--- config.mk ---
export PLATFORM = sky130hd
export DESIGN_NAME = video_gen
export DESIGN_NICKNAME = d
export VERILOG_FILES = /design/src/verilog/video_gen_pkg.sv /design/src/verilog/video_timing.sv /design/src/verilog/video_regs.sv /design/src/verilog/video_playfield.sv /design/src/verilog/video_gen.sv
export VERILOG_INCLUDE_DIRS = /design/src /design/src/verilog
export SDC_FILE = /design/constraint.sdc
export NUM_CORES = 1
export LEC_CHECK = 0
export BUFFER_PORTS_ARGS = -buffer_cell sky130_fd_sc_hd__clkbuf_2
export CORE_ASPECT_RATIO = 0.75
export CORE_MARGIN = 2
export CORE_UTILIZATION = 45
export CTS_CLUSTER_DIAMETER = 30
export DETAILED_ROUTE_END_ITERATION = 7
export SYNTH_ARGS = -nofsm -noshare
export SYNTH_HDL_FRONTEND = slang
export SYNTH_SLANG_ARGS = --single-unit
--- constraint.sdc ---
create_clock -name clk -period 2.8 [get_ports clk]
set_input_delay 0.14 -clock clk [delete_from_list [all_inputs] [get_ports clk]]
set_output_delay 0.14 -clock clk [all_outputs]
set_load 0.01 [all_outputs]
--- src/verilog/video_gen_params.svh ---
`ifndef VIDEO_GEN_PARAMS_SVH
`define VIDEO_GEN_PARAMS_SVH

// horizontal geometry, offscreen columns come first in each line
`define H_TOTAL         40              // clocks per line
`define H_OFFSCREEN     8               // blank columns before the visible area
`define H_VISIBLE       32              // H_TOTAL - H_OFFSCREEN
`define H_SYNC_START    2               // hsync asserted from this column
`define H_SYNC_END      5               // hsync released at this column

// vertical geometry, visible lines come first in each frame
`define V_TOTAL         12              // lines per frame
`define V_VISIBLE       8               // visible lines
`define V_SYNC_START    9               // vsync asserted from this line
`define V_SYNC_END      10              // vsync released at this line

`define MEM_LEAD        4               // fetch starts this many clocks before first pixel

// video register numbers
`define XR_VID_CTRL     0
`define XR_VID_LEFT     4
`define XR_VID_RIGHT    5
`define XR_SCANLINE     8
`define XR_VID_HSIZE    10
`define XR_VID_VSIZE    11

// playfield register numbers
`define XR_PA_GFX_CTRL  16
`define XR_PA_DISP_ADDR 18
`define XR_PA_LINE_LEN  19

`define BORDER_RESET    8'h08           // dark grey so a live display is visible
`define VSYNC_INTR      3               // end of visible area interrupt bit

`endif

--- src/verilog/video_gen_pkg.sv ---
`default_nettype none

// vector types shared by the video generator and its testbench
package video_gen_pkg;

// register and memory data
typedef logic [15:0]    word_t;         // register or vram word
typedef logic [15:0]    addr_t;         // vram word address

// pixel data
typedef logic [7:0]     color_t;        // palette index

// raster counters
typedef logic [5:0]     hres_t;         // column count
typedef logic [3:0]     vres_t;         // line count

// register bus and interrupts
typedef logic [5:0]     reg_num_t;      // config register number
typedef logic [3:0]     intr_t;         // interrupt vector

endpackage

`default_nettype wire

--- src/verilog/video_timing.sv ---
`default_nettype none
`timescale 1ns/1ns

`include "video_gen_params.svh"

module video_timing (
    input  wire logic                   clk,
    input  wire logic                   reset_i,
    output      video_gen_pkg::hres_t   h_count_o,          // current column
    output      video_gen_pkg::vres_t   v_count_o,          // current line
    output      logic                   h_visible_o,
    output      logic                   v_visible_o,
    output      logic                   end_of_line_o,      // last column of every line
    output      logic                   end_of_visible_o,   // last column of last visible line
    output      logic                   hsync_o,
    output      logic                   vsync_o,
    output      logic                   dv_de_o
);

localparam video_gen_pkg::hres_t H_LAST       = video_gen_pkg::hres_t'(`H_TOTAL - 1);
localparam video_gen_pkg::hres_t H_VIS_START  = video_gen_pkg::hres_t'(`H_OFFSCREEN);
localparam video_gen_pkg::hres_t H_SYNC_BEGIN = video_gen_pkg::hres_t'(`H_SYNC_START);
localparam video_gen_pkg::hres_t H_SYNC_STOP  = video_gen_pkg::hres_t'(`H_SYNC_END);
localparam video_gen_pkg::vres_t V_LAST       = video_gen_pkg::vres_t'(`V_TOTAL - 1);
localparam video_gen_pkg::vres_t V_VIS_END    = video_gen_pkg::vres_t'(`V_VISIBLE);
localparam video_gen_pkg::vres_t V_VIS_LAST   = video_gen_pkg::vres_t'(`V_VISIBLE - 1);
localparam video_gen_pkg::vres_t V_SYNC_BEGIN = video_gen_pkg::vres_t'(`V_SYNC_START);
localparam video_gen_pkg::vres_t V_SYNC_STOP  = video_gen_pkg::vres_t'(`V_SYNC_END);

logic h_vis;                                                // column is in the visible area
logic v_vis;                                                // line is in the visible area

// event strobes follow the counters directly
assign end_of_line_o    = (h_count_o == H_LAST);
assign end_of_visible_o = end_of_line_o && (v_count_o == V_VIS_LAST);

assign h_vis = (h_count_o >= H_VIS_START);
assign v_vis = (v_count_o < V_VIS_END);

always_ff @(posedge clk) begin
    if (reset_i) begin
        h_count_o   <= '0;
        v_count_o   <= '0;
        h_visible_o <= 1'b0;
        v_visible_o <= 1'b0;
        hsync_o     <= 1'b0;
        vsync_o     <= 1'b0;
        dv_de_o     <= 1'b0;
    end else begin
        if (end_of_line_o) begin
            h_count_o <= '0;
            if (v_count_o == V_LAST) begin
                v_count_o <= '0;                            // frame wrap
            end else begin
                v_count_o <= v_count_o + video_gen_pkg::vres_t'(1);
            end
        end else begin
            h_count_o <= h_count_o + video_gen_pkg::hres_t'(1);
        end

        // levels lag the counters by one clock
        h_visible_o <= h_vis;
        v_visible_o <= v_vis;
        hsync_o     <= (h_count_o >= H_SYNC_BEGIN) && (h_count_o < H_SYNC_STOP);
        vsync_o     <= (v_count_o >= V_SYNC_BEGIN) && (v_count_o < V_SYNC_STOP);
        dv_de_o     <= h_vis && v_vis;
    end
end

endmodule

`default_nettype wire

--- src/verilog/video_regs.sv ---
`default_nettype none
`timescale 1ns/1ns

`include "video_gen_params.svh"

module video_regs (
    input  wire logic                       clk,
    input  wire logic                       reset_i,
    input  wire logic                       reg_wr_en_i,    // write strobe
    input  wire video_gen_pkg::reg_num_t    reg_num_i,      // register for write and read
    input  wire video_gen_pkg::word_t       reg_data_i,     // write data
    input  wire video_gen_pkg::vres_t       v_count_i,      // current line for SCANLINE
    input  wire logic                       end_of_visible_i,
    output      video_gen_pkg::word_t       reg_data_o,     // read data, one clock after reg_num_i
    output      video_gen_pkg::intr_t       intr_signal_o,  // one clock interrupt pulses
    output      video_gen_pkg::color_t      border_color_o,
    output      video_gen_pkg::color_t      colorbase_o,
    output      logic                       blank_o,
    output      video_gen_pkg::hres_t       vid_left_o,
    output      video_gen_pkg::hres_t       vid_right_o,
    output      video_gen_pkg::word_t       disp_addr_o,
    output      video_gen_pkg::word_t       line_len_o
);

video_gen_pkg::word_t rd_data;                              // read-back word before the register

// register writes and interrupt pulses
always_ff @(posedge clk) begin
    if (reset_i) begin
        intr_signal_o  <= '0;
        border_color_o <= `BORDER_RESET;
        vid_left_o     <= '0;
        vid_right_o    <= video_gen_pkg::hres_t'(`H_VISIBLE);
        colorbase_o    <= '0;
        blank_o        <= 1'b1;                             // playfield starts blanked
        disp_addr_o    <= '0;
        line_len_o     <= video_gen_pkg::word_t'(`H_VISIBLE / 2);
    end else begin
        intr_signal_o <= '0;                                // pulses last one clock

        if (reg_wr_en_i) begin
            case (reg_num_i)
                video_gen_pkg::reg_num_t'(`XR_VID_CTRL): begin
                    border_color_o <= reg_data_i[15:8];
                    intr_signal_o  <= reg_data_i[3:0];      // software interrupt
                end
                video_gen_pkg::reg_num_t'(`XR_VID_LEFT): begin
                    vid_left_o <= video_gen_pkg::hres_t'(reg_data_i);
                end
                video_gen_pkg::reg_num_t'(`XR_VID_RIGHT): begin
                    vid_right_o <= video_gen_pkg::hres_t'(reg_data_i);
                end
                video_gen_pkg::reg_num_t'(`XR_PA_GFX_CTRL): begin
                    colorbase_o <= reg_data_i[15:8];
                    blank_o     <= reg_data_i[7];
                end
                video_gen_pkg::reg_num_t'(`XR_PA_DISP_ADDR): begin
                    disp_addr_o <= reg_data_i;
                end
                video_gen_pkg::reg_num_t'(`XR_PA_LINE_LEN): begin
                    line_len_o <= reg_data_i;
                end
                default: begin
                end
            endcase
        end

        if (end_of_visible_i) begin
            intr_signal_o[`VSYNC_INTR] <= 1'b1;             // once per frame
        end
    end
end

// read-back selection
always_comb begin
    case (reg_num_i)
        video_gen_pkg::reg_num_t'(`XR_VID_CTRL):     rd_data = {border_color_o, 8'h00};
        video_gen_pkg::reg_num_t'(`XR_VID_LEFT):     rd_data = video_gen_pkg::word_t'(vid_left_o);
        video_gen_pkg::reg_num_t'(`XR_VID_RIGHT):    rd_data = video_gen_pkg::word_t'(vid_right_o);
        video_gen_pkg::reg_num_t'(`XR_SCANLINE):     rd_data = video_gen_pkg::word_t'(v_count_i);
        video_gen_pkg::reg_num_t'(`XR_VID_HSIZE):    rd_data = video_gen_pkg::word_t'(`H_VISIBLE);
        video_gen_pkg::reg_num_t'(`XR_VID_VSIZE):    rd_data = video_gen_pkg::word_t'(`V_VISIBLE);
        video_gen_pkg::reg_num_t'(`XR_PA_GFX_CTRL):  rd_data = {colorbase_o, blank_o, 7'b0};
        video_gen_pkg::reg_num_t'(`XR_PA_DISP_ADDR): rd_data = disp_addr_o;
        video_gen_pkg::reg_num_t'(`XR_PA_LINE_LEN):  rd_data = line_len_o;
        default:                                     rd_data = '0;
    endcase
end

always_ff @(posedge clk) begin
    reg_data_o <= rd_data;
end

endmodule

`default_nettype wire

--- src/verilog/video_playfield.sv ---
`default_nettype none
`timescale 1ns/1ns

`include "video_gen_params.svh"

module video_playfield (
    input  wire logic                   clk,
    input  wire logic                   reset_i,
    input  wire video_gen_pkg::hres_t   h_count_i,          // current column
    input  wire logic                   v_visible_i,
    input  wire logic                   end_of_line_i,
    input  wire video_gen_pkg::color_t  border_color_i,
    input  wire video_gen_pkg::color_t  colorbase_i,        // XORed into every pixel
    input  wire logic                   blank_i,
    input  wire video_gen_pkg::hres_t   vid_left_i,         // first unbordered visible column
    input  wire video_gen_pkg::hres_t   vid_right_i,        // first bordered column on the right
    input  wire video_gen_pkg::word_t   disp_addr_i,        // frame start address
    input  wire video_gen_pkg::word_t   line_len_i,         // words per line
    output      logic                   vram_sel_o,
    output      video_gen_pkg::addr_t   vram_addr_o,
    input  wire video_gen_pkg::word_t   vram_data_i,        // valid one clock after vram_sel_o
    output      video_gen_pkg::color_t  color_index_o       // pixel for the previous column
);

// fetch window covers H_VISIBLE clocks, with sel landing MEM_LEAD clocks ahead of pixel 0
localparam video_gen_pkg::hres_t FETCH_BEGIN = video_gen_pkg::hres_t'(`H_OFFSCREEN - `MEM_LEAD - 1);
localparam video_gen_pkg::hres_t FETCH_END   = video_gen_pkg::hres_t'(`H_TOTAL - `MEM_LEAD - 1);
localparam video_gen_pkg::hres_t VIS_START   = video_gen_pkg::hres_t'(`H_OFFSCREEN);

video_gen_pkg::addr_t   line_addr;                          // first word of the current line
logic                   fetch_go;                           // inside the fetch window
logic                   rd_valid;                           // vram_data_i holds a fetched word
video_gen_pkg::word_t   fetch_word;                         // word waiting for its pixel slot
video_gen_pkg::word_t   pix_word;                           // word being unpacked
video_gen_pkg::hres_t   vis_x;                              // visible column index
video_gen_pkg::color_t  pix_byte;
logic                   in_border;

assign fetch_go  = v_visible_i && !blank_i &&
                   (h_count_i >= FETCH_BEGIN) && (h_count_i < FETCH_END);
assign vis_x     = h_count_i - VIS_START;                   // wraps high in offscreen columns
assign pix_byte  = vis_x[0] ? pix_word[7:0] : pix_word[15:8];  // high byte first
assign in_border = blank_i || (vis_x < vid_left_i) || (vis_x >= vid_right_i);

always_ff @(posedge clk) begin
    if (reset_i) begin
        line_addr   <= '0;
        vram_sel_o  <= 1'b0;
        vram_addr_o <= '0;
        rd_valid    <= 1'b0;
    end else begin
        // one read on every other clock of the window
        vram_sel_o <= fetch_go && !vram_sel_o;
        rd_valid   <= vram_sel_o;

        if (!fetch_go) begin
            vram_addr_o <= line_addr;                       // rewind for the next line
        end else if (vram_sel_o) begin
            vram_addr_o <= vram_addr_o + video_gen_pkg::addr_t'(1);
        end

        // line stepping, reloaded from the start address during vertical blank
        if (end_of_line_i) begin
            if (v_visible_i) begin
                line_addr <= line_addr + line_len_i;
            end else begin
                line_addr <= disp_addr_i;
            end
        end
    end
end

// pixel pipeline
always_ff @(posedge clk) begin
    if (rd_valid) begin
        fetch_word <= vram_data_i;
    end
    if (vis_x[0]) begin
        pix_word <= fetch_word;                             // next column starts a new word
    end
    color_index_o <= in_border ? border_color_i : (pix_byte ^ colorbase_i);
end

endmodule

`default_nettype wire

--- src/verilog/video_gen.sv ---
`default_nettype none
`timescale 1ns/1ns

module video_gen (
    input  wire logic                       clk,
    input  wire logic                       reset_i,
    input  wire logic                       reg_wr_en_i,
    input  wire video_gen_pkg::reg_num_t    reg_num_i,
    input  wire video_gen_pkg::word_t       reg_data_i,
    output      video_gen_pkg::word_t       reg_data_o,
    output      video_gen_pkg::intr_t       intr_signal_o,
    output      logic                       vram_sel_o,
    output      video_gen_pkg::addr_t       vram_addr_o,
    input  wire video_gen_pkg::word_t       vram_data_i,
    output      logic                       hsync_o,
    output      logic                       vsync_o,
    output      logic                       h_blank_o,
    output      logic                       v_blank_o,
    output      logic                       dv_de_o,
    output      video_gen_pkg::color_t      color_index_o
);

video_gen_pkg::hres_t   h_count;
video_gen_pkg::vres_t   v_count;
logic                   h_visible;
logic                   v_visible;
logic                   end_of_line;
logic                   end_of_visible;
logic                   hsync;
logic                   vsync;
logic                   dv_de;

video_gen_pkg::color_t  border_color;
video_gen_pkg::color_t  colorbase;
logic                   blank;
video_gen_pkg::hres_t   vid_left;
video_gen_pkg::hres_t   vid_right;
video_gen_pkg::word_t   disp_addr;
video_gen_pkg::word_t   line_len;
video_gen_pkg::color_t  pf_color;                           // pixel one clock behind the counters

video_timing video_timing_i (
    .clk(clk),
    .reset_i(reset_i),
    .h_count_o(h_count),
    .v_count_o(v_count),
    .h_visible_o(h_visible),
    .v_visible_o(v_visible),
    .end_of_line_o(end_of_line),
    .end_of_visible_o(end_of_visible),
    .hsync_o(hsync),
    .vsync_o(vsync),
    .dv_de_o(dv_de)
);

video_regs video_regs_i (
    .clk(clk),
    .reset_i(reset_i),
    .reg_wr_en_i(reg_wr_en_i),
    .reg_num_i(reg_num_i),
    .reg_data_i(reg_data_i),
    .v_count_i(v_count),
    .end_of_visible_i(end_of_visible),
    .reg_data_o(reg_data_o),
    .intr_signal_o(intr_signal_o),
    .border_color_o(border_color),
    .colorbase_o(colorbase),
    .blank_o(blank),
    .vid_left_o(vid_left),
    .vid_right_o(vid_right),
    .disp_addr_o(disp_addr),
    .line_len_o(line_len)
);

video_playfield video_playfield_i (
    .clk(clk),
    .reset_i(reset_i),
    .h_count_i(h_count),
    .v_visible_i(v_visible),
    .end_of_line_i(end_of_line),
    .border_color_i(border_color),
    .colorbase_i(colorbase),
    .blank_i(blank),
    .vid_left_i(vid_left),
    .vid_right_i(vid_right),
    .disp_addr_i(disp_addr),
    .line_len_i(line_len),
    .vram_sel_o(vram_sel_o),
    .vram_addr_o(vram_addr_o),
    .vram_data_i(vram_data_i),
    .color_index_o(pf_color)
);

// output stage, timing levels and pixel leave together
always_ff @(posedge clk) begin
    if (reset_i) begin
        hsync_o   <= 1'b0;
        vsync_o   <= 1'b0;
        h_blank_o <= 1'b1;
        v_blank_o <= 1'b1;
        dv_de_o   <= 1'b0;
    end else begin
        hsync_o   <= hsync;
        vsync_o   <= vsync;
        h_blank_o <= ~h_visible;
        v_blank_o <= ~v_visible;
        dv_de_o   <= dv_de;
    end
end

always_ff @(posedge clk) begin
    color_index_o <= pf_color;
end

endmodule

`default_nettype wire

==> out/qor.yml, run 1 <==
dieHeight_um: 120
fill_cells: 1612
netlist_area_sq_mm: 0.00804
worst-setup-path-type: "register to register"
core_sq_mm: 0.0176
antenna_found_initial: 0
gr-usage-all-layers_pct: 21.3
power.density_mw_per_mm2: 559
top_usage_layer: "met2"
wl_um: 19500
grt_pass1_wl_um: 31200
syn_avg_cell_area_sq_um: 9.53
synth-xor-area-share_pct: 4.58
clock_skew_ns: 0.0118
hpwl_um: 13800
cts.reportedPaths.clkPinSlew_ns: 0.07
synth_mux_area_share_pct: 5.37
cts_tree: "yes"
grt_overflow: 0
multiInputGateArea_sq_mm: 0.00375
grt_max_degree: 53
die_width_um: 158
layout_common_cells: "dfxtp_1, nand2_1, clkbuf_2, a21oi_1"
slew_viol_final: 0
synthAdderAreaFrac_pct: 5.85
synth_compound_area_share_pct: 14.2
synthesis.nets: 921
ys_ff_latch: 183
grt_pass1_vias: 5853
synthSimpleGateAreaFrac_pct: 16.7
synthFlopType: "dfxtp_1"
cp_max_fo: 4
async_flop_share_pct: 0
viasPerCell: 5.25
portBuffers: 90
cts_buffer_depth: 2
first_pass_iters: 8
vias: 6332
seqCellArea_sq_mm: 0.00398
outcome: "finished, final reports clean"
rsz0062_at_grt: "no"
critPathRequiredTime_ns: 3.14
diodes: 0
post_drt_wl_per_cell_um: 16.2
pin_count: 91
start_kind: "register"
hold_viol_final: 0
rows: 42
peakVddDrop_mv: 0.402
postSynthCellCount: 843
synth_edf_count: 32
drtIter0Drc: 443
nNetsFinal: 1028
clkSinkCount: 183
antenna_left: 0
max_cap_viol_count: 0
gr-usage-met2_pct: 33.5
start_util_pct: 45.8
grt_use_met1_pct: 30.4
place_congestion: 0.867
timing.fmax_mhz: 393
p_leak_nw: 3.75
holdCritPathClass: "input port to register"
h-tree-depth: 4
final_common_cell: "dfxtp_1"
worst_setup_path_end_kind: "register"
root_buffer: "clkbuf_16"
die_area_sq_mm: 0.0190
area_delta_synth_final_pct: 20.2
finalSetupViolCount: 0
drive_gt1_share_pct: 16.2
synth_warnings: 0
post_cts_resized: 0
max_slew.worst_pin.slew_ns: 0.743
relSlewSlack_pct: 50.4
seq_area_frac_synth_pct: 49.6
grtUsageMet3_pct: 4.01
tritoncts.num_buffers: 17
arrival_ns: 2.89
utilization_pct: 55.0
cts_setup_buffers: 0
clk-insertion-delay-late_ns: 0.44
yosysUniqueCellTypes: 58
final.min_clock_period_ns: 2.55
drc: 0
synth_top_family_by_area: "simple AND/OR/NAND/NOR gates"
tns_ns: 0
period_share_pct: 91.0
[synthesized netlist by cell type, types with 5 or more instances]
cell type  instances  share of area, %
nand4_1            6              0.47
mux2i_1           33               4.1
nand2_1          107               5.0
a211oi_1          22               2.1
nor2_1            55               2.6
and2_1             7              0.54
inv_1             24               1.1
nor3_1            14              0.87
nand3_1           55               3.4
xnor2_1           28               3.1
buf_2             10              0.62
nor3b_1            7              0.65
xor2_1            14               1.5
and3_1             8              0.62
a21o_1             7              0.65
edfxtp_1          32                12
nand2b_1           6              0.47
mux2_2             9               1.3
a22o_1             9              0.98
a22oi_1            8              0.75
dfxtp_1          151                38
nor2b_1            5              0.39
clkbuf_1          38               1.8
ha_1              36               5.6
o21ai_0           23               1.4
a21oi_1           74               4.6
[path summary, 6_finish.rpt]
check / depth (start not counted) / slack (ns) / endpoint / from
max: 7 / 0.25 / video_playfield_i.line_addr[8]$_SDFFE_PP0P_ / video_regs_i.line_len_o[0]$_SDFFE_PP0P_
min: 2 / 0.02 / video_regs_i.intr_signal_o[1]$_SDFF_PP0_ / reg_data_i[1]
max reg2reg: 7 / 0.25 / video_playfield_i.line_addr[8]$_SDFFE_PP0P_ / video_regs_i.line_len_o[0]$_SDFFE_PP0P_
min reg2reg: 0 / 0.33 / color_index_o[4]$_DFF_P_ / video_playfield_i.color_index_o[4]$_DFF_P_
[stage by stage]
| stage | instances | cell area, sq um | power [mW] | worst slack [ns] | hold slack [ns] |
|---|---|---|---|---|---|
| floorplan | 843 | 8040 | 2.89 | 0.389 | 0.239 |
| CTS | 1205 | 9660 | 5.45 | 0.267 | 0.0109 |
| finish | 1205 | 9660 | 5.39 | 0.253 | 0.0167 |
| detailed placement | 1144 | 8750 | 2.99 | 0.290 | 0.313 |
| global route | 1205 | 9660 | 5.59 | 0.0323 | 0.0229 |
| global placement | 1144 | 8750 | 2.99 | 0.326 | 0.314 |
[metal layers]
layer | share of wire, % | vias up
li1 | - | 3200
met1 | 49 | 3002
met2 | 46 | 119
met3 | 3.9 | 11
met4 | 0.83 | 0
met5 | 0 | -
[cell families (layout without fill, tap and decap cells)]
logic type,count (synthesis),in the layout
multiplexers,42,42
AO/OA/AOI/OAI,178,178
XOR/XNOR,42,42
buffers and inverters,75,195
flip-flops,183,183
adder cells (fa/ha/maj),37,37
AND/OR/NAND/NOR,286,286
[power by group]
| part | internal, mW | total [mW] | switching [mW] | leakage [nW] |
|---|---|---|---|---|
| Sequential | 2.69 | 2.71 | 0.0176 | 1.51 |
| Combinational | 0.108 | 0.253 | 0.145 | 1.93 |
| Clock | 1.22 | 2.43 | 1.21 | 0.301 |
[state kept, by name (all words and copies together) (netlist names), 8 cells and up]
register	flops
video_playfield_i.vram_addr_o	16
video_regs_i.reg_data_o	16
video_regs_i.colorbase_o	8
video_playfield_i.pix_word	16
video_regs_i.border_color_o	8
video_playfield_i.color_index_o	8
color_index_o	8
video_regs_i.line_len_o	16
video_playfield_i.fetch_word	16
video_playfield_i.line_addr	16
video_regs_i.disp_addr_o	16
[worst max-delay path: stages, from the launching register on]
cell and delay [ns]:
dfxtp_1 0.32, ha_1 0.23, fa_1 0.41, a21oi_1 0.27, o21ai_2 0.15, a21boi_0 0.40
mux2_2 0.39, a311oi_1 0.28
[what timing repair did]
action,CTS,global route
setup endpoints to repair,0,0
hold buffers,29,0
hold endpoints to repair,53,0
[cell type report]
| class | instances | area share, % |
|---|---|---|
| clock buffer | 17 | 4.40 |
| clock inverter | 15 | 2.03 |
| inverter | 24 | 0.933 |
| multi-input combinational | 585 | 38.9 |
| sequential | 183 | 41.2 |
| tap | 242 | 3.13 |
| timing repair buffer | 139 | 9.38 |
(Power assumes the default switching activity.)
==> run 2, diff against run 1 <==
- CELL_PAD_IN_SITES_DETAIL_PLACEMENT: unset -> 0
- CELL_PAD_IN_SITES_GLOBAL_PLACEMENT: unset -> 1
- PLACE_DENSITY_LB_ADDON: unset -> 0.1
- SKIP_LAST_GASP: unset -> 1
==> run 2 against run 1 <==
Against the previous run:
- global-route usage grew 1.5 points
- clock skew shrank 0.0035 ns
- final cell count shrank 0.50%
- utilization shrank 0.21 points
- first-iteration DRC count grew 16%
- count of clock-buffer cells in the layout is the same
- non-clock buffer count shrank 6
- maximum frequency grew 0.98%
- critical path depth grew 2
- total power grew 1.3%
- critical endpoint is now video_playfield_i.color_index_o[3]$_DFF_P_
==> out/qor.yml, run 2 (synthesis gave the netlist of run 1 again) <==
outcome: "finished, final reports clean"
p_leak_nw: 3.73
cp_max_fo: 8
hpwl_um: 14600
post-place-cells: 1138
worst-setup-path-type: "register to register"
grt_pass1_wl_um: 33300
grt_overflow: 0
power.density_mw_per_mm2: 568
hold_slack_ns: 0.0114
max_stage_delay_ns: 0.49
switching_share_pct: 25.9
grt_pass1_vias: 6180
post_cts_resized: 0
seqCellArea_sq_mm: 0.00398
pin_count: 91
clkPwrFrac_pct: 45.8
final.min_clock_period_ns: 2.52
post-place-ws_ns: 0.283
layout_common_cells: "dfxtp_1, nand2_1, clkbuf_2, a21oi_1"
finalSetupViolCount: 0
max_slew.worst_pin.slew_ns: 0.740
nNetsFinal: 1022
p_comb_share_pct: 4.5
multiInputGateArea_sq_mm: 0.00375
max_cap_viol_count: 0
cts_tree: "yes"
period_share_pct: 90.1
cts_setup_buffers: 0
post_drt_wl_per_cell_um: 17.2
p_int_mw: 4.05
cts.reportedPaths.clkPinSlew_ns: 0.08
start_kind: "register"
portBuffers: 90
peakVddDrop_mv: 0.389
holdCritPathClass: "input port to register"
final_common_cell: "dfxtp_1"
area_delta_synth_final_pct: 19.7
timing.fmax_mhz: 396
wl_um: 20600
root_buffer: "clkbuf_16"
gr-usage-all-layers_pct: 22.9
worst_path_max_delay_cell: "dfxtp_1"
diodes: 0
vias: 6434
grt_max_degree: 116
rows: 42
relSlewSlack_pct: 50.6
antenna_found_initial: 0
clkSinkCount: 183
final_cells: 1199
clk-insertion-delay-late_ns: 0.44
die_width_um: 158
drtIter0Drc: 512
rsz0062_at_grt: "no"
drc: 0
place_congestion: 0.894
start_util_pct: 45.8
fill_cells: 1603
cts_buffer_depth: 2
critPathRequiredTime_ns: 3.13
critPathTopFamily: "compound AO/OA/AOI/OAI gates"
p_seq_share_pct: 49.6
slew_viol_final: 0
tns_ns: 0
drive_gt1_share_pct: 15.7
core_sq_mm: 0.0176
viasPerCell: 5.37
final_critical_path_setup_slack_ns: 0.278
antenna_left: 0
clock_skew_ns: 0.00822
ctsHoldBuffers: 29
cp_cell_sequence: "inv_1 -> ha_1 -> xor2_1 -> ha_1 -> a21oi_1 -> nor3_1 -> a21oi_1 -> a21o_1 -> mux2_2"
first_pass_iters: 5
worst_setup_path_end_kind: "register"
switching_power_mw: 1.42
p_total_mw: 5.47
dieHeight_um: 120
hold_viol_final: 0
die_area_sq_mm: 0.0190
tritoncts.num_buffers: 17
arrival_ns: 2.85
cp.buffers_inverters: 1
h-tree-depth: 4
## run 2: cell count changes in the layout (fill, tap and decap cells not counted), sizes merged
cell | previous run | this run
clkinv | 8 | 5
buf | 21 | 15
inv | 31 | 34
## run 2: worst paths after layout
| path | start | slack, ns | end | cells past startpoint |
|---|---|---|---|---|
| min reg2reg | video_playfield_i.color_index_o[5]$_DFF_P_ | 0.33 | color_index_o[5]$_DFF_P_ | 0 |
| max | video_timing_i.h_count_o[3]$_SDFF_PP0_ | 0.28 | video_playfield_i.color_index_o[3]$_DFF_P_ | 9 |
| min | reg_data_i[11] | 0.01 | video_regs_i.line_len_o[11]$_SDFFE_PP0P_ | 3 |
| max reg2reg | video_timing_i.h_count_o[3]$_SDFF_PP0_ | 0.28 | video_playfield_i.color_index_o[3]$_DFF_P_ | 9 |
## run 2: stage by stage
stage	cell area, sq um	utilization (%)
floorplan	8040	-
global placement	8700	49.6
detailed placement	8700	49.6
CTS	9620	54.8
global route	9620	54.8
finish	9620	54.8
## run 2: routing by layer
layer  GRT usage (%)  wire length [um]  up-vias
met4            6.14               204        0
met3            4.69               985       15
li1                -                 -     3195
met5               0                 0        -
met2            33.8              9130      150
met1            33.9             10300     3074
## run 2: worst register-to-register path: stages, from the launching register on
cell,delay [ns]
dfxtp_1,0.49
inv_1,0.16
ha_1,0.24
xor2_1,0.23
ha_1,0.29
a21oi_1,0.14
nor3_1,0.06
a21oi_1,0.11
a21o_1,0.32
mux2_2,0.39
## run 2: cell type report
type / instances / share of cell area (%)
tap: 242 / 3.15
clock buffer: 17 / 4.42
sequential: 183 / 41.4
clock inverter: 15 / 2.12
timing repair buffer: 133 / 8.95
multi-input combinational: 585 / 39.0
inverter: 24 / 0.936
## run 2: power by group through the flow
stage / Combinational [mW] / Clock (mW) / Sequential (mW)
detailed placement: 0.215 / 0 / 2.77
global route: 0.271 / 2.66 / 2.72
finish: 0.248 / 2.51 / 2.71
CTS: 0.248 / 2.55 / 2.71
floorplan: 0.121 / 0 / 2.77
global placement: 0.213 / 0 / 2.77
